<file path="config.mk">
export PLATFORM = sky130hd
export DESIGN_NAME = phase_sequencer
export DESIGN_NICKNAME = d
export VERILOG_FILES = /design/src/upscale_pkg.sv /design/src/phase_sequencer.sv
export SDC_FILE = /design/constraint.sdc
export NUM_CORES = 1
export LEC_CHECK = 0
export ABC_AREA = 1
export ABC_CLOCK_PERIOD_IN_PS = 2450
export BUFFER_PORTS_ARGS = -buffer_cell sky130_fd_sc_hd__buf_2
export CORE_AREA = 2 2 304 306
export CTS_BUF_LIST = sky130_fd_sc_hd__clkbuf_16
export CTS_CLUSTER_SIZE = 8
export DETAILED_ROUTE_END_ITERATION = 12
export DIE_AREA = 0 0 306 308
export PLACE_DENSITY = 0.39
export SYNTH_ARGS = -nofsm -noshare
export SYNTH_HDL_FRONTEND = slang
export SYNTH_SLANG_ARGS = --single-unit
export TNS_END_PERCENT = 30
</file>
<file path="constraint.sdc">
create_clock -name clk -period 2.45 [get_ports clk]
set_input_delay 0.1225 -clock clk [delete_from_list [all_inputs] [get_ports clk]]
set_output_delay 0.1225 -clock clk [all_outputs]
set_load 0.01 [all_outputs]
</file>
<file path="src/upscale_pkg.sv">
// image geometry, cubic filter weights and the pixel, window and request types.
package upscale_pkg;

    // ##########################################################
    // geometry of the padded source frame
    // ##########################################################
    localparam int SRC_W      = 8;
    localparam int SRC_H      = 6;
    localparam int PAD_W      = SRC_W + 3;         // one left, two right.
    localparam int PAD_H      = SRC_H + 3;         // one top, two bottom.
    localparam int LINE_DEPTH = PAD_W - 4;         // row minus window columns.
    localparam int COL_W      = $clog2(PAD_W);
    localparam int ROW_W      = $clog2(PAD_H);

    // ##########################################################
    // cubic weights
    // ##########################################################
    localparam int HALF_TAPS [4] = '{-1, 9, 9, -1};  // scale 16.
    localparam int WEIGHT_SHIFT  = 8;                // both passes.

    // ##########################################################
    // stream types
    // ##########################################################
    typedef struct packed {
        logic [7:0] r;
        logic [7:0] g;
        logic [7:0] b;
    } rgb_t;

    // raw on the stream, channels inside the filter.
    typedef union packed {
        logic [23:0] raw;
        rgb_t        ch;
    } pixel_u;

    // index 0 is the oldest row and column.
    typedef pixel_u [3:0][3:0] window_t;

    typedef struct packed {
        logic dy;   // half position vertically.
        logic dx;   // half position horizontally.
    } phase_t;

    typedef struct packed {
        window_t win;
        phase_t  phase;
        logic    last;
    } filt_req_t;

    typedef struct packed {
        pixel_u pix;
        logic   last;
    } out_pix_t;

endpackage
</file>
<file path="src/phase_sequencer.sv">
// window holding register and four-phase request issue to the cubic filter.
module phase_sequencer (
    input  logic                   clk,
    input  logic                   rst_n,
    input  upscale_pkg::window_t   win,
    input  logic                   win_valid,
    input  logic                   win_last,
    output logic                   idle,
    output upscale_pkg::filt_req_t req,
    output logic                   req_valid,
    input  logic                   req_ready
);

    upscale_pkg::window_t hold_win;
    logic                 hold_last;
    logic                 busy;
    logic [1:0]           phase_cnt;
    logic                 final_phase;

    assign final_phase = (phase_cnt == 2'd3);

    // a shift now would raise win_valid while busy.
    assign idle = ~busy & ~win_valid;

    assign req_valid    = busy;
    assign req.win      = hold_win;
    assign req.phase.dy = phase_cnt[1];
    assign req.phase.dx = phase_cnt[0];
    assign req.last     = hold_last & final_phase;

    always_ff @(posedge clk) begin
        if (win_valid) begin
            hold_win  <= win;
            hold_last <= win_last;
        end
    end

    // ##########################################################
    // phase order 00, 01, 10, 11
    // ##########################################################
    always_ff @(posedge clk or negedge rst_n) begin
        if (!rst_n) begin
            busy      <= 1'b0;
            phase_cnt <= 2'd0;
        end else if (win_valid) begin
            busy      <= 1'b1;
            phase_cnt <= 2'd0;
        end else if (busy && req_ready) begin
            phase_cnt <= phase_cnt + 2'd1;
            if (final_phase) begin
                busy <= 1'b0;   // window done.
            end
        end
    end

endmodule

</file>
==> impl_metrics.json <==
{
  "status": "completed",
  "maxSlewViolCount": 0,
  "p_sw_mw": 3.80,
  "cp_slowest_stage_delay_ns": 0.40,
  "synth_top_area_cell": "edfxtp_1",
  "r2r_cells": 5,
  "fin_setup_tns_ns": 0,
  "synth_xor_xnor_area_share_pct": 0,
  "place_area_um2": 17400,
  "timing.critical_path.buf_inv": 2,
  "synth_compound_area_share_pct": 0,
  "synth_top_cells_by_count": "edfxtp_1, nand2_1, nor2_1",
  "pin_count": 778,
  "min_from": "win_valid",
  "die_area_um2": 94200,
  "avgSynthCellArea_um2": 28.8,
  "timing.final.crit_share_pct": 65.0,
  "synthSimpleGateAreaFrac_pct": 0.523,
  "r2r_start": "phase_cnt[0]",
  "max_cap_violations": 0,
  "clockPowerShare_pct": 40.8,
  "path_class": "reg2out",
  "insertion_delay_ns": 0.61,
  "design.core.area_um2": 91000,
  "required_ns": 2.33,
  "ant_nets": 0,
  "relSlewSlack_pct": 51.6,
  "synth.area.mux_share_pct": 0,
  "hold_slack_ns": 0.0290,
  "fin_skew_ns": 0.000124,
  "grt_util_all_layers_pct": 9.24,
  "start_util_pct": 12.9,
  "drc": 0,
  "drive_gt1_share_pct": 51.9,
  "min_path_cells": 1,
  "synth_seq_cells": 388,
  "worstSetupStartpoint": "phase_cnt[0]",
  "synthCells": 407,
  "p_int_mw": 13.0,
  "holdCritPathClass": "in2reg",
  "crit_family": "flip-flops",
  "clockRootBuffer": "clkbuf_16",
  "cts_buffers": 55,
  "combPwrFrac_pct": 11.3,
  "overflow": 0,
  "synth-async-reset-ratio_pct": 0.773,
  "startpoint_type": "register",
  "powerDensity_nw_per_um2": 740,
  "crit_chain": "ha_1 -> nand2_1 -> inv_1 -> buf_2",
  "synth_top_area_share_pct": 98.6,
  "critical_path_depth": 4,
  "switching_share_pct": 22.6,
  "synth_area_um2": 11700,
  "gp_congestion": 0.817,
  "endpoint_kind": "output pin",
  "yosysUniqueCellTypes": 9,
  "ir_worst_vdd_mv": 0.572,
  "synthMostInstantiatedCell": "edfxtp_1",
  "drt-total-wl_mm": 46.0,
  "critPathArrivalTime_ns": 1.47,
  "grt_pass1_vias": 10100,
  "grt_pass1_wl_mm": 63.8,
  "die_y_um": 308,
  "synth_edf_count": 385,
  "htreeDepth": 2,
  "setup_viol": 0,
  "final_nets": 2045,
  "finalPower_mw": 16.8,
  "synth_top_family_by_area": "simple AND/OR/NAND/NOR gates",
  "rows": 111,
  "placed_cells": 2396,
  "clock_sinks": 388,
  "hpwl_mm": 34.1,
  "io_buffers": 777,
  "cts_buffer_depth": 3,
  "dr.pass1.iters": 4,
  "vias": 9025,
  "worstPathMaxFanout": 4,
  "dr.first_iter.drc_count": 470,
  "synth.net_count": 797,
  "synth_fa_ha_area_share_pct": 0.107,
  "hold_violations": 0,
  "instances_no_fill": 2858,
  "synth.yosys.seq_area_share_pct": 99.3,
  "grt_max_degree": 71,
  "synthFlopType": "edfxtp_1",
  "rsz0062_at_grt": "no",
  "p_leak_nw": 9.47,
  "slowest_stage": "dfrtp_1",
  "vias_per_cell": 3.16,
  "antenna_found_initial": 14,
  "fmax_mhz": 628,
  "die_x_um": 306,
  "area_growth_pct": 94.2,
  "yosys_warnings": 0,
  "netlist_top_cells_area": "edfxtp_1, dfrtp_1, nand2_1",
  "pwr-share-seq_pct": 47.9,
  "worst_pin_slew_ns": 0.726,
  "cts_tree": "built",
  "finalInstanceArea_um2": 22800,
  "clk_pin_slew_ns": 0.05,
  "period_minus_slack_ns": 1.59,
  "routedWlPerCell_um": 16.1
}
[area by class of cell]
type                    instances  area, um^2
diodes                          3        7.51
flip-flops and latches        388       11600
clock buffers                  55        1380
multi-input cells              16        73.8
inverters                       3        11.3
fillers                      9411       68200
clock inverters                16         129
well taps                    1186        1480
repair buffers               1191        8040
[final timing paths]
check / endpoint / slack [ns]
max in group asynchronous: req_valid / 1.90
min: req[346] / 0.03
min reg2reg: phase_cnt[1] / 0.57
max: req[0] / 0.86
min in group asynchronous: phase_cnt[1] / 0.40
max reg2reg: phase_cnt[1] / 1.40
[through the flow]
step,setup WS (ns),util [%]
detailed placement,0.986,19.1
global placement,0.992,19.1
CTS,0.779,25.0
finish,0.857,25.0
floorplan,1.46,-
global route,0.750,25.0
[cells by family after synthesis]
kind of cell  Yosys count
simple gates           15
buf+inv                 3
fa+ha+maj               1
flops                 388
[repair_timing]
action,in CTS,in global routing
gates resized for setup,0,0
hold buffers,388,0
endpoints found under the hold margin,391,0
endpoints found under the setup margin,0,0
buffers inserted,0,0
[routing by layer]
metal | share of wire [%] | up-vias | GRT usage [%]
li1 | - | 4140 | -
met1 | 36 | 4312 | 9.37
met2 | 51 | 464 | 16.5
met3 | 9.0 | 95 | 3.71
met4 | 3.6 | 14 | 4.40
met5 | 0.22 | - | 0
[layout by cell type (no fill, tap or decap), types with 2 or more instances in the layout]
master         Yosys  final
buf_12             0      5
buf_2              0    776
buf_4              0     21
bufinv_16          0      2
clkbuf_16          0     55
dfrtp_1            3      3
diode_2            0      3
dlygate4sd3_1      0    388
edfxtp_1         385    385
inv_1              2     12
inv_6              0      3
nand2_1            7      7
nand3_1            2      2
nor2_1             5      5
[worst reg2reg max path, cell delays in order (launching register included)]
cell and delay, ns:
dfrtp_1 0.40, ha_1 0.30, inv_1 0.05, nor2_1 0.03, nand2_1 0.10, nand2_1 0.05
[sequential cells by signal, indices dropped and copies added (netlist names)]
signal,flops
phase_cnt,2
req,384
req_valid,1
hold_last,1
[power by group through the flow]
stage / logic [mW] / clock network, mW / registers, mW
after global routing: 2.03 / 7.42 / 8.12
after CTS: 1.92 / 7.19 / 8.08
after floorplan: 0.0150 / 0 / 8.46
after detailed placement: 1.41 / 0 / 8.20
after global placement: 1.41 / 0 / 8.20
final: 1.90 / 6.88 / 8.07
Note: power is estimated with default switching activity, not from simulation.
