### src/upscale_pkg.sv
// image geometry, cubic filter weights and the pixel, window and request types.
package upscale_pkg;

    // ##########################################################
    // geometry of the padded source frame
    // ##########################################################
    localparam int SRC_W      = 8;
    localparam int SRC_H      = 6;
    localparam int PAD_W      = SRC_W + 3;         // one left, two right.
    localparam int PAD_H      = SRC_H + 3;         // one top, two bottom.
    localparam int LINE_DEPTH = PAD_W - 4;         // row minus window columns.
    localparam int COL_W      = $clog2(PAD_W);
    localparam int ROW_W      = $clog2(PAD_H);

    // ##########################################################
    // cubic weights
    // ##########################################################
    localparam int HALF_TAPS [4] = '{-1, 9, 9, -1};  // scale 16.
    localparam int WEIGHT_SHIFT  = 8;                // both passes.

    // ##########################################################
    // stream types
    // ##########################################################
    typedef struct packed {
        logic [7:0] r;
        logic [7:0] g;
        logic [7:0] b;
    } rgb_t;

    // raw on the stream, channels inside the filter.
    typedef union packed {
        logic [23:0] raw;
        rgb_t        ch;
    } pixel_u;

    // index 0 is the oldest row and column.
    typedef pixel_u [3:0][3:0] window_t;

    typedef struct packed {
        logic dy;   // half position vertically.
        logic dx;   // half position horizontally.
    } phase_t;

    typedef struct packed {
        window_t win;
        phase_t  phase;
        logic    last;
    } filt_req_t;

    typedef struct packed {
        pixel_u pix;
        logic   last;
    } out_pix_t;

endpackage
### src/cubic_filter.sv
// two-stage separable cubic filter with rounding, clamping and back-pressure.
module cubic_filter (
    input  logic                   clk,
    input  logic                   rst_n,
    input  upscale_pkg::filt_req_t req,
    input  logic                   req_valid,
    output logic                   req_ready,
    output upscale_pkg::out_pix_t  out_data,
    output logic                   out_valid,
    input  logic                   out_ready
);

    logic                s1_valid;
    logic                s1_dy;
    logic                s1_last;
    logic signed [13:0]  s1_h [4][3];
    logic signed [13:0]  h_next [4][3];
    logic [7:0]          v_next [3];
    upscale_pkg::pixel_u v_pix;
    logic                s2_adv;

    // phase 0 passes the centre tap at full scale.
    function automatic int tap(input logic half, input int idx);
        if (half) begin
            return upscale_pkg::HALF_TAPS[idx];
        end
        return (idx == 1) ? 16 : 0;
    endfunction

    function automatic int chan(input upscale_pkg::pixel_u p, input int c);
        case (c)
            0:       return int'(p.ch.r);
            1:       return int'(p.ch.g);
            default: return int'(p.ch.b);
        endcase
    endfunction

    assign s2_adv    = out_ready | ~out_valid;
    assign req_ready = ~s1_valid | s2_adv;

    // ##########################################################
    // stage 1 horizontal pass per row and channel
    // ##########################################################
    always_comb begin
        int acc;
        for (int r = 0; r < 4; r++) begin
            for (int ch = 0; ch < 3; ch++) begin
                acc = 0;
                for (int c = 0; c < 4; c++) begin
                    acc += tap(req.phase.dx, c) * chan(req.win[r][c], ch);
                end
                h_next[r][ch] = 14'(acc);   // within -510..4590.
            end
        end
    end

    // ##########################################################
    // stage 2 vertical pass with round and clamp
    // ##########################################################
    always_comb begin
        int acc;
        for (int ch = 0; ch < 3; ch++) begin
            acc = 0;
            for (int r = 0; r < 4; r++) begin
                acc += tap(s1_dy, r) * int'(s1_h[r][ch]);
            end
            acc = (acc + (1 << (upscale_pkg::WEIGHT_SHIFT - 1))) >>> upscale_pkg::WEIGHT_SHIFT;
            if (acc < 0) begin
                v_next[ch] = 8'd0;
            end else if (acc > 255) begin
                v_next[ch] = 8'd255;
            end else begin
                v_next[ch] = 8'(acc);
            end
        end
        v_pix.ch.r = v_next[0];
        v_pix.ch.g = v_next[1];
        v_pix.ch.b = v_next[2];
    end

    always_ff @(posedge clk or negedge rst_n) begin
        if (!rst_n) begin
            s1_valid  <= 1'b0;
            out_valid <= 1'b0;
        end else begin
            if (req_ready) begin
                s1_valid <= req_valid;
            end
            if (s2_adv) begin
                out_valid <= s1_valid;
            end
        end
    end

    always_ff @(posedge clk) begin
        if (req_valid && req_ready) begin
            s1_h    <= h_next;
            s1_dy   <= req.phase.dy;
            s1_last <= req.last;
        end
        if (s1_valid && s2_adv) begin
            out_data.pix  <= v_pix;
            out_data.last <= s1_last;
        end
    end

endmodule

### config.mk
export PLATFORM = sky130hd
export DESIGN_NAME = cubic_filter
export DESIGN_NICKNAME = d
export VERILOG_FILES = /design/src/upscale_pkg.sv /design/src/cubic_filter.sv
export SDC_FILE = /design/constraint.sdc
export NUM_CORES = 2
export LEC_CHECK = 0
export BUFFER_PORTS_ARGS = -buffer_cell sky130_fd_sc_hd__buf_2
export CAP_MARGIN = 40
export CORE_MARGIN = 4
export CORE_UTILIZATION = 30
export CTS_CLUSTER_DIAMETER = 200
export DETAILED_ROUTE_END_ITERATION = 8
export PLACE_DENSITY_LB_ADDON = 0.1
export SLEW_MARGIN = 20
export SYNTH_ARGS = -nofsm -noshare
export SYNTH_HDL_FRONTEND = slang
export SYNTH_SLANG_ARGS = --single-unit
### constraint.sdc
create_clock -name clk -period 11.85 [get_ports clk]
set_input_delay 2.37 -clock clk [delete_from_list [all_inputs] [get_ports clk]]
set_output_delay 2.37 -clock clk [all_outputs]
set_load 0.02 [all_outputs]
==> impl_summary.txt <==
----------------------------------------------------
[Placed design]
  Routability Congestion ... about 0.85
  Number of buffers inserted by port buffering ... 417
  Total half-perimeter wirelength after legalization and detailed placement ... 206000 um

[Worst hold path]
  Class of the most critical hold timing path ... reg -> reg

[GRT]
  Number of antenna violations at the first check in global routing ... 61
  Global route total overflow ... 0
  Overall Global Routing Usage ... 0.160
  Largest net degree at the start of global routing ... 137
  Vias in the first global route ... 57500
  Global-route wire length before repair ... 343000 um

[Logic synthesis]
  Most used flip-flop cell after synthesis ... sky130_fd_sc_hd__edfxtp_1
  Proportion of synthesized chip area in sequential cells ... 0.0721
  Post-synth top cells ... sky130_fd_sc_hd__inv_1 (2809), sky130_fd_sc_hd__fa_1 (1758), sky130_fd_sc_hd__ha_1 (1536)
  Mapped Avg Cell Area ... a little over 10 um^2
  Netlist Area Pre-Place ... around 0.082 mm^2
  Count of distinct cell types in the synthesized netlist ... 73
  Number of register bits inferred by synthesis ... 197
  Most common cell in the synthesized netlist ... sky130_fd_sc_hd__inv_1
  Async set-reset flop share out of synthesis ... 0.0102
  Synth area leader ... sky130_fd_sc_hd__fa_1
  Cell types occupying the most area after synthesis ... sky130_fd_sc_hd__fa_1 (43%), sky130_fd_sc_hd__ha_1 (23%), sky130_fd_sc_hd__inv_1 (13%)
  Number of enable flip-flop cells after synthesis ... 195
  Top-area cell type share of the netlist area ... 0.430
  Yosys warning count ... 0
  Mapped Cells ... roughly 8000

[Timing]
  Hold Violations, Final ... 0
  Final critical path time including I/O delays and setup ... 9.94 ns
  Final critical-path share of the clock period ... 0.838
  Unrepaired setup endpoints after global routing ... no
  Final total negative setup slack ... 0 ns
  Worst Skew ... 0.0190 ns
  Setup violation total in the final timing report ... 0
  Number of slew-limit violations in the final report ... 0
  Worst slew pin tran ... around 1.1 ns
  Maximum frequency from static timing analysis ... 0.101 GHz
  Rel. slew slack ... 0.291

[Worst setup path]
  Number of buffer and inverter instances along the worst setup path ... 8
  Start-to-end type of the worst setup path ... reg -> reg
  Slowest cell on crit path ... sky130_fd_sc_hd__fa_1
  CP Data Arrival Time ... 10.25 ns
  Type of element launching the critical path ... flop
  Crit-path most repeated cell ... sky130_fd_sc_hd__fa_1
  CP Data Required Time ... 12.17 ns
  Type of element capturing the critical path ... flop
  Delay of the slowest cell on the worst path ... between 0.8 and 0.9 ns
  Maximum fanout along the worst path ... 71
  Kind of cell adding the most delay to the critical path ... adder cells

[Cells and area]
  Multi-input combinational cell area ... 0.0654 mm^2
  Nets ... roughly 12000
  Relative area change from synthesis to final layout ... 8.97%
  Fraction of final layout cells with drive strength greater than 1 ... 0.0663
  Combined flip-flop and latch cell area ... 0.00591 mm^2
  FILL cells ... 28100

[Clocking]
  Clock tree root buffer cell ... sky130_fd_sc_hd__clkbuf_16
  Total CTS buffers ... 17
  Number of buffers on the longest clock path ... 2
  Clock Sinks ... 197
  Clock insertion delay at the later pin of the skew report ... 0.55 ns
  Hold buffers post-CTS ... 0
  CTS tree ... done
  Clock input transition at the sequential cells of the worst setup and hold paths ... 0.10 ns
  PostCTS Resize Cnt ... 0
  CTS H-Tree Depth ... 4
  Number of setup buffers added after CTS ... 0

[Flow run]
  MaxCap Viol Count ... 0

[Floorplan]
  Effective utilization at floorplan ... 0.302
  Height of the die ... around 530 um
  I/O pins ... 418
  Row count ... 191
  Die boundary width ... 530 um
  Core box area ... 0.271 mm^2
  Overall die area ... 0.281 mm^2

[Drt]
  Residual DRC count ... 0
  Detailed Routing Iterations Pass 1 ... 5
  Detail Route Antenna Nets ... 0
  Detailed-route wire length per cell ... 18.0 um
  Detailed router's first-iteration violation count ... 1715
  Via density per instance ... 4.16
  Final Routed Wirelength ... 218000 um
  Total via count after detailed routing ... 50300

[Status]
  Run status ... finished, final reports clean

----------------------------------------------------
## placed cells by master, fill, tap and decap left out, types with 13 or more instances in the layout
master / count
sky130_fd_sc_hd__clkbuf_16: 17
sky130_fd_sc_hd__and2_1: 384
sky130_fd_sc_hd__inv_1: 2809
sky130_fd_sc_hd__o21ai_0: 48
sky130_fd_sc_hd__nand3_1: 16
sky130_fd_sc_hd__o21a_1: 13
sky130_fd_sc_hd__ha_1: 1536
sky130_fd_sc_hd__edfxtp_1: 195
sky130_fd_sc_hd__xnor2_1: 222
sky130_fd_sc_hd__o21bai_1: 63
sky130_fd_sc_hd__nand4_1: 18
sky130_fd_sc_hd__nor2_1: 70
sky130_fd_sc_hd__a21o_1: 39
sky130_fd_sc_hd__diode_2: 20
sky130_fd_sc_hd__mux2_2: 76
sky130_fd_sc_hd__a21oi_1: 201
sky130_fd_sc_hd__buf_2: 417
sky130_fd_sc_hd__nand2_1: 246
sky130_fd_sc_hd__xor2_1: 55
sky130_fd_sc_hd__nor2b_1: 73
sky130_fd_sc_hd__conb_1: 84
sky130_fd_sc_hd__fa_1: 1758
## flip-flops by register name, summed over array words and instances, names as in the netlist
register,flops
out_data,25
out_valid,1
s1_dy,1
s1_h,168
s1_last,1
s1_valid,1
## cell families (layout without fill, tap and decap cells)
logic type | count (synthesis) | in the layout | share of synthesized area
AO/OA/AOI/OAI | 436 | 436 | 0.0334
XOR/XNOR | 277 | 277 | 0.0296
adder cells (fa/ha/maj) | 3294 | 3294 | 0.664
buffers and inverters | 2902 | 3276 | 0.133
flip-flops | 197 | 197 | 0.0721
multiplexers | 78 | 78 | 0.0107
other | 2 | 104 | 0.0000917
AND/OR/NAND/NOR | 862 | 862 | 0.0563
## stage by stage
stage	cell area, um^2	utilization	worst slack [ns]	cells	hold slack [ns]
after CTS	89200	0.329	1.89	12100	0.428
after detailed placement	88600	0.327	1.90	12000	0.407
after global placement	88500	0.326	2.05	12000	0.404
after floorplan	82200	-	2.89	8130	0.400
after global routing	89200	0.329	1.34	12100	0.453
final	89200	0.329	1.91	12100	0.427
## cell type report
| type | instances | area share |
|---|---|---|
| inverters | 2809 | 0.118 |
| flip-flops and latches | 197 | 0.0662 |
| clock inverters | 14 | 0.00137 |
| diodes | 20 | 0.000561 |
| repair buffers | 436 | 0.0263 |
| multi-input cells | 5031 | 0.733 |
| clock buffers | 17 | 0.00477 |
| well taps | 3570 | 0.0501 |
## worst paths after layout
kind,start,endpoint,slack (ns),cells after the start
worst max-delay path,s1_dy,out_data[13],1.91,27
worst min-delay path,s1_last,out_data[0],0.43,0
worst max register to register,s1_dy,out_data[13],1.91,27
worst min register to register,s1_last,out_data[0],0.43,0
max in group asynchronous,rst_n,s1_valid,10.16,1
min in group asynchronous,rst_n,out_valid,1.59,1
## per-layer routing
layer  track usage  routed length [um]  share of wire  vias to the layer above
met5             0                  40        0.00018                        -
met3        0.0169                6290          0.029                       72
met1         0.252              117000           0.54                    25200
li1              -                   -              -                    24500
met2         0.242               92800           0.43                      563
met4        0.0184                1750         0.0080                        6
Power is left out: the tool's default activity adds up to more than one toggle a clock period on the data nets, which glitch-free logic cannot reach.
