===== src/upscale_pkg.sv =====
// image geometry, cubic filter weights and the pixel, window and request types.
package upscale_pkg;

    // ##########################################################
    // geometry of the padded source frame
    // ##########################################################
    localparam int SRC_W      = 8;
    localparam int SRC_H      = 6;
    localparam int PAD_W      = SRC_W + 3;         // one left, two right.
    localparam int PAD_H      = SRC_H + 3;         // one top, two bottom.
    localparam int LINE_DEPTH = PAD_W - 4;         // row minus window columns.
    localparam int COL_W      = $clog2(PAD_W);
    localparam int ROW_W      = $clog2(PAD_H);

    // ##########################################################
    // cubic weights
    // ##########################################################
    localparam int HALF_TAPS [4] = '{-1, 9, 9, -1};  // scale 16.
    localparam int WEIGHT_SHIFT  = 8;                // both passes.

    // ##########################################################
    // stream types
    // ##########################################################
    typedef struct packed {
        logic [7:0] r;
        logic [7:0] g;
        logic [7:0] b;
    } rgb_t;

    // raw on the stream, channels inside the filter.
    typedef union packed {
        logic [23:0] raw;
        rgb_t        ch;
    } pixel_u;

    // index 0 is the oldest row and column.
    typedef pixel_u [3:0][3:0] window_t;

    typedef struct packed {
        logic dy;   // half position vertically.
        logic dx;   // half position horizontally.
    } phase_t;

    typedef struct packed {
        window_t win;
        phase_t  phase;
        logic    last;
    } filt_req_t;

    typedef struct packed {
        pixel_u pix;
        logic   last;
    } out_pix_t;

endpackage

===== src/window_shifter.sv =====
// 4x4 window registers, three row line buffers and padded position counters.
module window_shifter (
    input  logic                 clk,
    input  logic                 rst_n,
    input  logic                 shift_en,
    input  upscale_pkg::pixel_u  pix,
    output upscale_pkg::window_t win,
    output logic                 win_valid,
    output logic                 win_last
);

    upscale_pkg::pixel_u           lb_out [3];
    logic [upscale_pkg::COL_W-1:0] col_cnt;
    logic [upscale_pkg::ROW_W-1:0] row_cnt;
    logic                          col_end;
    logic                          row_end;
    logic                          in_window;

    // ##########################################################
    // row delay lines each fed by the oldest pixel of the row below
    // ##########################################################
    pixel_line_buffer line_buf0_inst (
        .clk      (clk),
        .shift_en (shift_en),
        .din      (win[1][0]),
        .dout     (lb_out[0])
    );

    pixel_line_buffer line_buf1_inst (
        .clk      (clk),
        .shift_en (shift_en),
        .din      (win[2][0]),
        .dout     (lb_out[1])
    );

    pixel_line_buffer line_buf2_inst (
        .clk      (clk),
        .shift_en (shift_en),
        .din      (win[3][0]),
        .dout     (lb_out[2])
    );

    // ##########################################################
    // window registers
    // ##########################################################
    always_ff @(posedge clk) begin
        if (shift_en) begin
            for (int r = 0; r < 4; r++) begin
                for (int c = 0; c < 3; c++) begin
                    win[r][c] <= win[r][c+1];
                end
            end
            for (int r = 0; r < 3; r++) begin
                win[r][3] <= lb_out[r];
            end
            win[3][3] <= pix;   // newest row takes the stream.
        end
    end

    // ##########################################################
    // position of the incoming pixel in the padded frame
    // ##########################################################
    assign col_end   = (int'(col_cnt) == upscale_pkg::PAD_W - 1);
    assign row_end   = (int'(row_cnt) == upscale_pkg::PAD_H - 1);

    // full 4x4 neighbourhood once three rows and columns are behind us.
    assign in_window = (int'(col_cnt) >= 3) && (int'(row_cnt) >= 3);

    always_ff @(posedge clk or negedge rst_n) begin
        if (!rst_n) begin
            col_cnt   <= '0;
            row_cnt   <= '0;
            win_valid <= 1'b0;
            win_last  <= 1'b0;
        end else begin
            win_valid <= shift_en & in_window;
            win_last  <= shift_en & col_end & row_end;
            if (shift_en) begin
                if (col_end) begin
                    col_cnt <= '0;
                    if (row_end) begin
                        row_cnt <= '0;   // frame wraps.
                    end else begin
                        row_cnt <= row_cnt + 1'b1;
                    end
                end else begin
                    col_cnt <= col_cnt + 1'b1;
                end
            end
        end
    end

endmodule


===== src/pixel_line_buffer.sv =====
// shift-enabled pixel delay line covering one padded row outside the window.
module pixel_line_buffer (
    input  logic                clk,
    input  logic                shift_en,
    input  upscale_pkg::pixel_u din,
    output upscale_pkg::pixel_u dout
);

    upscale_pkg::pixel_u mem [upscale_pkg::LINE_DEPTH];

    always_ff @(posedge clk) begin
        if (shift_en) begin
            mem[0] <= din;
            for (int i = 1; i < upscale_pkg::LINE_DEPTH; i++) begin
                mem[i] <= mem[i-1];
            end
        end
    end

    assign dout = mem[upscale_pkg::LINE_DEPTH-1];   // oldest entry.

endmodule


===== config.mk =====
export PLATFORM = sky130hd
export DESIGN_NAME = window_shifter
export DESIGN_NICKNAME = d
export VERILOG_FILES = /design/src/upscale_pkg.sv /design/src/window_shifter.sv /design/src/pixel_line_buffer.sv
export SDC_FILE = /design/constraint.sdc
export NUM_CORES = 1
export LEC_CHECK = 0
export BUFFER_PORTS_ARGS = -buffer_cell sky130_fd_sc_hd__buf_2
export CELL_PAD_IN_SITES_DETAIL_PLACEMENT = 2
export CELL_PAD_IN_SITES_GLOBAL_PLACEMENT = 2
export CORE_UTILIZATION = 48
export DETAILED_ROUTE_END_ITERATION = 8
export PLACE_DENSITY = 0.89
export SETUP_SLACK_MARGIN = 0.02
export SYNTH_ARGS = -nofsm -noshare
export SYNTH_HDL_FRONTEND = slang
export SYNTH_SLANG_ARGS = --single-unit

===== constraint.sdc =====
create_clock -name clk -period 3.6 [get_ports clk]
set_input_delay 0.36 -clock clk [delete_from_list [all_inputs] [get_ports clk]]
set_output_delay 0.36 -clock clk [all_outputs]
set_load 0.005 [all_outputs]

==> results of run 1 <==
-- kinds of logic after synthesis --
| logic type | after synthesis |
|---|---|
| compound gates | 13 |
| xor+xnor | 1 |
| fa+ha+maj | 2 |
| buf+inv | 7 |
| flops | 898 |
| mux | 3 |
| simple gates | 15 |
-- synthesized netlist by cell type, drive strengths merged, types with 2 or more instances --
| library cell | instances | area (um^2) |
|---|---|---|
| nor3 | 2 | 10.0 |
| ha | 2 | 25.0 |
| dfrtp | 10 | 250 |
| nand3 | 3 | 15.0 |
| inv | 6 | 22.5 |
| edfxtp | 888 | 26700 |
| a21oi | 2 | 10.0 |
| nand2 | 3 | 13.8 |
| nor2 | 2 | 7.51 |
| nand2b | 2 | 20.0 |
| o21ai | 4 | 20.0 |
| mux2 | 2 | 22.5 |
-- stage by stage --
stage,hold WS [ns],cell area (um^2),instances,setup slack [ns]
after floorplan,0.0644,27200,939,2.28
after global placement,0.223,30400,2115,1.69
==> impl_metrics.ini, run 1 <==
[logic_synthesis]
synth_xor_area_frac = 0.000322
synthesis.instances = 939
yosys_warnings = 0
synth_compound_area_frac = 0.00318
synth_edf_count = 888
synth_top_family_by_area = compound AO/OA/AOI/OAI gates
syn-mean-instance-area_um2 = 28.9
synth_sequential_area_ratio = 0.990
yosys.area_share.simple = 0.00318
synthDistinctLibCells = 27
synth_mux_area_frac = 0.00120
synth_nets = 968
synth_area_um2 = 27200
synthArstFlopShare = 0.0111
post_synth_fa_ha_maj_area_fraction = 0.000921
dominantRegCellSynth = edfxtp_1
synth_seq_cells = 898

[floorplanning]
num_rows = 86
dieWidth_um = 240
fp.dieH_um = 240
top_level_ports = 413
initial_cell_density_of_the_core = 0.490

[outcome]
error_message = [ERROR DPL-0033] detailed placement checks failed during check placement.
outcome = did not finish
flow.stopped_at = detailed placement (3_5_place_dp)

[placement]
gpl.final_weighted_congestion = 0.754
place.detailed.hpwl_mm = 51.0
port-buffer-count = 412
==> inputs of run 2 (changes only) <==
--- a/config.mk
+++ b/config.mk
@@ -6,12 +6,9 @@
 export NUM_CORES = 1
 export LEC_CHECK = 0
 export BUFFER_PORTS_ARGS = -buffer_cell sky130_fd_sc_hd__buf_2
-export CELL_PAD_IN_SITES_DETAIL_PLACEMENT = 2
-export CELL_PAD_IN_SITES_GLOBAL_PLACEMENT = 2
-export CORE_UTILIZATION = 48
+export CORE_UTILIZATION = 40
 export DETAILED_ROUTE_END_ITERATION = 8
-export PLACE_DENSITY = 0.89
-export SETUP_SLACK_MARGIN = 0.02
+export PLACE_DENSITY_LB_ADDON = 0.15
 export SYNTH_ARGS = -nofsm -noshare
 export SYNTH_HDL_FRONTEND = slang
 export SYNTH_SLANG_ARGS = --single-unit
==> run 2 against run 1 <==
Against the previous run: the run now ends clean; synthesized area is the same; synthesized cell count did not move.
==> impl_metrics.ini, run 2 <==
[outcome]
outcome = finished, final reports clean

[floorplanning]
design.core.area_um2 = 67200
fp.dieH_um = 263
initial_cell_density_of_the_core = 0.405
top_level_ports = 413
num_rows = 95
dieWidth_um = 263
die_area_um2 = 69000

[cts]
cts.clk_slew.worst_paths_ns = 0.06
root_buffer = clkbuf_16
clk-insertion-delay-late_ns = 0.62
number_of_buffers_on_the_longest_clock_path = 3
tritoncts_num_sinks = 898
post_cts_buffers = 0
cts_hold_repair.buffers = 25
numCtsBuffers = 91
cts-resized-gates = 0
tritoncts = done
cts.htree.levels = 3

[sta]
fmax_mhz = 624
hold_slack_ns = 0.136
worst_pin_slew_ns = 0.703
timing_max_transition_violations_final = 0
final-hold-violation-count = 0
fin_ws_ns = 2.00
setup_repair_after_global_routing_missed_its_margin = no
setup_viol = 0
timing.final.crit_period_ns = 1.60
sum_of_negative_setup_slack_ns = 0
final_min_period_over_clock_period = 0.445
finalClockSkew_ns = 0.0113
timing.slew.headroom = 0.531

[finish]
layout.nets = 1514
layout-drive-gt1-share = 0.356
max_flop_register = win
antenna_cells = 0
largest_register_ffs = 384
post-route-util = 0.501
final_cell_mix = edfxtp_1 (888), buf_2 (411), clkbuf_16 (92), clkinv_1 (28), dlygate4sd3_1 (25)
layout_overhead_on_the_synthesized_area_pct = 23.8
mostFrequentLayoutCell = edfxtp_1

[critical_path]
critical_path.cell_chain = buf_2
crit_fanout = 2
worstSetupPathType = reg -> out
reg2reg_depth = 4
critical_path.endpoint_type = primary output
max_stage_delay_ns = 0.46
cp.arrival_ns = 1.24
cp-startpoint = win[109]
regToRegSetupSlack_ns = 2.16
required_ns = 3.24
cp.buffers_inverters = 1
cp_top_family = flip-flops
slowest_stage = edfxtp_1
end_of_the_worst_register_to_register_path = row_cnt[2]
rr_startpoint = row_cnt[1]
worst_setup_path_start_kind = register

[route]
top_layer = met4
drc_viols = 0
routedLengthMet1_mm = 17.9
met3_length_mm = 3.19
routed_length_per_placed_instance_um = 16.6
antenna_violating_nets_post_route = 0
routed_via_density = 4.46
vias = 10800
drt_first_iter_violations = 1018
drt-pass1-iter-count = 4
met2_wirelength_mm = 17.9
drt-total-wl_mm = 40.3

[logic_synthesis]
synth_nets = 968
yosys_warnings = 0
synth_sequential_area_ratio = 0.990
yosys_top_cell_area_share = 0.981
syn-mean-instance-area_um2 = 28.9
synth_area_um2 = 27200
synthDistinctLibCells = 27
netlist_top_cells_area = edfxtp_1 (98%), dfrtp_1 (0.92%), ha_1 (0.092%)
synthArstFlopShare = 0.0111
synth_edf_count = 888
netlist.top_cell.by_area = edfxtp_1
synthMostInstantiatedCell = edfxtp_1
synthesis.instances = 939
synth_seq_cells = 898
synth_commonest_cells = edfxtp_1 (888), dfrtp_1 (10), inv_1 (6)
dominantRegCellSynth = edfxtp_1

[grt]
globalRoute.totalOverflow = 0
grt_first_pass_wirelength_mm = 62.3
first_global_vias = 11000
global_route.usage.total = 0.116
number_of_antenna_violations_at_the_first_check_in_global_routing = 0
pin_count_of_the_biggest_net_entering_global_routing = 126

[hold_path]
hold_path.class = in -> async

[power_and_ir_drop]
p_leak_nw = 12.1
p_per_area_nw_per_um2 = 654
p_total_mw = 22.0
irDropWorstVdd_v = 0.000486

[placement]
gpl.final_weighted_congestion = 0.750
dp_worst_setup_slack_ns = 1.64
port-buffer-count = 412
place.detailed.hpwl_mm = 23.2

[run]
max_cap_viol_count = 0
-- run 2: cell counts after synthesis --
No cell type changed its count.
-- run 2: worst max-delay path by stage --
stage | to | slack (ns) | depth (start not counted)
after floorplan | row_cnt[1] | 2.28 | 3
after global placement | win[10] | 1.68 | 2
after detailed placement | win[6] | 1.64 | 2
after CTS | win[269] | 1.92 | 1
after global routing | win[269] | 1.91 | 1
final | win[109] | 2.00 | 1
-- run 2: where the power goes --
part	leakage (nW)	switching [mW]	internal, mW
Combinational	1.95	0.417	0.281
Clock	1.38	3.71	5.11
Sequential	8.81	0.270	12.2
-- run 2: kinds of logic (layout without fill, tap and decap cells) --
group                    after synthesis  in the layout  synth area share
XOR/XNOR                               1              1          0.000322
AND/OR/NAND/NOR                       15             15           0.00318
AO/OA/AOI/OAI                         13             13           0.00318
multiplexers                           3              3           0.00120
adder cells (fa/ha/maj)                2              2          0.000920
flip-flops                           898            898             0.990
buffers and inverters                  7            623          0.000966
-- run 2: final cells by class --
| type | count | area, um^2 |
|---|---|---|
| clock buffer | 107 | 2360 |
| tap | 873 | 1090 |
| clock inverter | 56 | 455 |
| timing repair buffer | 454 | 2560 |
| fill | 5340 | 33500 |
| inverter | 6 | 22.5 |
| multi-input combinational | 34 | 239 |
| sequential | 898 | 26900 |
-- run 2: metrics by stage --
stage | cell area (um^2) | std cells
2_1_floorplan | 27200 | 939
3_3_place_gp | 30600 | 2240
3_5_place_dp | 30600 | 2240
4_1_cts | 33600 | 2428
5_1_grt | 33600 | 2428
6_report | 33600 | 2428
-- run 2: metal layers --
metal / up-vias / GRT usage
met5: - / 0
met4: 0 / 0.0475
met3: 89 / 0.0419
met2: 391 / 0.168
met1: 5416 / 0.158
li1: 4939 / -
Note: power is estimated with default switching activity, not from simulation.
==> inputs of run 3 (changes only) <==
--- a/config.mk
+++ b/config.mk
@@ -5,6 +5,7 @@
 export SDC_FILE = /design/constraint.sdc
 export NUM_CORES = 1
 export LEC_CHECK = 0
+export ABC_AREA = 1
 export BUFFER_PORTS_ARGS = -buffer_cell sky130_fd_sc_hd__buf_2
 export CORE_UTILIZATION = 40
 export DETAILED_ROUTE_END_ITERATION = 8
==> constraint.sdc (replaced) <==
create_clock -name clk -period 1.6 [get_ports clk]
set_input_delay 0.16 -clock clk [delete_from_list [all_inputs] [get_ports clk]]
set_output_delay 0.16 -clock clk [all_outputs]
set_load 0.005 [all_outputs]
==> run 3 against run 2 <==
Against the previous run: clock power rose by 140%; hold slack improved by 0.10 ns; power rose by 130%; via count rose by 1.0%; register-to-register slack got worse by 1.7 ns; combinational power rose by 120%; design area rose by 1.5%; synthesized area barely moved; sequential share of layout area fell by 1.1 points; non-clock buffer count rose by 24; worst setup slack got worse by 1.8 ns; largest cell class unchanged.
==> impl_metrics.ini, run 3 <==
[outcome]
outcome = finished, final reports clean

[logic_synthesis]
synth_edf_count = 888
synthDistinctLibCells = 18
synth_commonest_cells = edfxtp_1 (888), nand2_1 (16), dfrtp_1 (10)
synthesis.instances = 948
syn-mean-instance-area_um2 = 28.7
synth_sequential_area_ratio = 0.991
synth_seq_cells = 898
dominantRegCellSynth = edfxtp_1
yosys_warnings = 0
synth_area_um2 = 27200
netlist.top_cell.by_area = edfxtp_1
synthMostInstantiatedCell = edfxtp_1
synthArstFlopShare = 0.0111
yosys_top_cell_area_share = 0.981
synth_nets = 977
netlist_top_cells_area = edfxtp_1 (98%), dfrtp_1 (0.92%), nand2_1 (0.22%)

[grt]
number_of_antenna_violations_at_the_first_check_in_global_routing = 0
grt_first_pass_wirelength_mm = 63.7
global_route.usage.total = 0.118
pin_count_of_the_biggest_net_entering_global_routing = 54
globalRoute.totalOverflow = 0
first_global_vias = 11200

[sta]
timing.final.crit_period_ns = 1.42
timing.slew.headroom = 0.684
finalClockSkew_ns = 0.0143
final_min_period_over_clock_period = 0.890
final-hold-violation-count = 0
sum_of_negative_setup_slack_ns = 0
fmax_mhz = 702
setup_repair_after_global_routing_missed_its_margin = no
timing_max_transition_violations_final = 0
worst_pin_slew_ns = 0.473
setup_viol = 0

[finish]
largest_register_ffs = 384
layout-drive-gt1-share = 0.371
layout_overhead_on_the_synthesized_area_pct = 25.6
final_cell_mix = edfxtp_1 (888), buf_2 (411), clkbuf_16 (93), dlygate4sd3_1 (27), buf_4 (23)
final_design_area_no_fill_um2 = 34100
nFillCells = 5374
antenna_cells = 0
mostFrequentLayoutCell = edfxtp_1
max_flop_register = win
layout.nets = 1549

[critical_path]
cp_top_family = flip-flops
reg2reg_depth = 5
cp.buffers_inverters = 1
end_of_the_worst_register_to_register_path = row_cnt[3]
cp-startpoint = win[282]
regToRegSetupSlack_ns = 0.50
critical_path.endpoint_type = primary output
rr_startpoint = row_cnt[0]
max_stage_delay_ns = 0.47
slowest_stage = edfxtp_1
crit_fanout = 2
required_ns = 1.44
critical_path.cell_chain = buf_2
worst_setup_path_start_kind = register
worstSetupPathType = reg -> out
cp.arrival_ns = 1.26

[cts]
root_buffer = clkbuf_16
clk-insertion-delay-late_ns = 0.63
post_cts_buffers = 0
numCtsBuffers = 92
tritoncts = done
number_of_buffers_on_the_longest_clock_path = 3
tritoncts_num_sinks = 898
cts.clk_slew.worst_paths_ns = 0.06
cts.htree.levels = 3

[floorplanning]
design.core.area_um2 = 67200
die_area_um2 = 69000
initial_cell_density_of_the_core = 0.405
dieWidth_um = 263
num_rows = 95
top_level_ports = 413
fp.dieH_um = 263

[route]
drc_viols = 0
antenna_violating_nets_post_route = 0
drt-pass1-iter-count = 5
drt-total-wl_mm = 40.9
routed_via_density = 4.44
routed_length_per_placed_instance_um = 16.6
drt_first_iter_violations = 865
vias = 10900

[hold_path]
worst_hold_path.num_cells = 2
worstHoldStart = pix[0]
hold_path.class = in -> reg
endpoint_worst_hold = win[360]

[run]
max_cap_viol_count = 0

[power_and_ir_drop]
p_int_mw = 40.6
sw_frac = 0.200
p_per_area_nw_per_um2 = 1490
irDropWorstVdd_v = 0.000935
clkPwrFrac = 0.417
p_leak_nw = 12.4
share_seq_of_total_power = 0.552
psw_mw = 10.2
combinationalPowerShare = 0.031

[placement]
gpl.final_weighted_congestion = 0.722
placed_cell_area_um2 = 30800
place.detailed.hpwl_mm = 24.7
port-buffer-count = 412
==> run 3: cell count changes in the layout (fill, tap and decap cells not counted), sizes merged, moves of 2 or more <==
cell and delta:
mux2 -2, nand2b -2, dlygate4sd3 +2, inv +2, nor2 +7, bufinv +5
clkinvlp +7, xor2 +2, clkbuf +6, buf +22, a21oi -2, nand2 +14
clkinv -13
==> run 3: through the flow <==
stage	setup WS, ns	total power [mW]	utilization	instances	hold slack [ns]
2_1_floorplan	0.607	28.7	-	948	-0.136
3_5_place_dp	0.348	30.1	0.459	2272	0.0384
3_3_place_gp	0.369	30.0	0.459	2272	0.0305
6_report	0.176	50.8	0.508	2467	0.238
4_1_cts	0.113	51.7	0.508	2467	0.180
5_1_grt	0.0887	52.8	0.508	2467	0.193
==> run 3: routing by layer <==
layer,wire length (um),share of wire,vias up,GRT usage
li1,-,-,5011,-
met1,18500,0.45,5468,0.164
met2,18300,0.45,380,0.171
met3,3020,0.074,88,0.0415
met4,1110,0.027,0,0.0463
met5,0,0,-,0
==> run 3: cell families (layout without fill, tap and decap cells) <==
kind of cell | count (synthesis) | in the layout | share of synthesized area
flip-flops | 898 | 898 | 0.991
AND/OR/NAND/NOR | 33 | 33 | 0.00576
buffers and inverters | 8 | 654 | 0.00111
AO/OA/AOI/OAI | 5 | 5 | 0.00106
adder cells (fa/ha/maj) | 2 | 2 | 0.000921
XOR/XNOR | 2 | 2 | 0.000645
==> run 3: cell type report <==
class / instances / area (um^2) / share of cell area
Sequential cell: 898 / 26900 / 0.788
Timing Repair Buffer: 478 / 2840 / 0.0831
Clock buffer: 113 / 2400 / 0.0704
Tap cell: 873 / 1090 / 0.0320
Clock inverter: 55 / 633 / 0.0185
Multi-Input combinational cell: 42 / 228 / 0.00667
Inverter: 8 / 30.0 / 0.000880
==> run 3: worst max path at each step <==
| stage | cells past startpoint | slack, ns | end |
|---|---|---|---|
| global route | 1 | 0.09 | win[282] |
| floorplan | 4 | 0.61 | row_cnt[2] |
| detailed placement | 3 | 0.35 | win[116] |
| global placement | 3 | 0.37 | win[124] |
| CTS | 1 | 0.11 | win[189] |
| finish | 1 | 0.18 | win[282] |
==> run 3: power by group through the flow <==
| stage | clock, mW | combinational (mW) | sequential, mW |
|---|---|---|---|
| 3_3_place_gp | 0 | 1.53 | 28.5 |
| 2_1_floorplan | 0 | 0.248 | 28.4 |
| 5_1_grt | 22.9 | 1.73 | 28.2 |
| 6_report | 21.2 | 1.57 | 28.1 |
| 4_1_cts | 22.0 | 1.61 | 28.1 |
| 3_5_place_dp | 0 | 1.56 | 28.6 |
==> run 3: what timing repair did <==
item,in CTS,in global routing
hold buffers,27,0
hold endpoints to repair,67,0
gates resized for setup,0,0
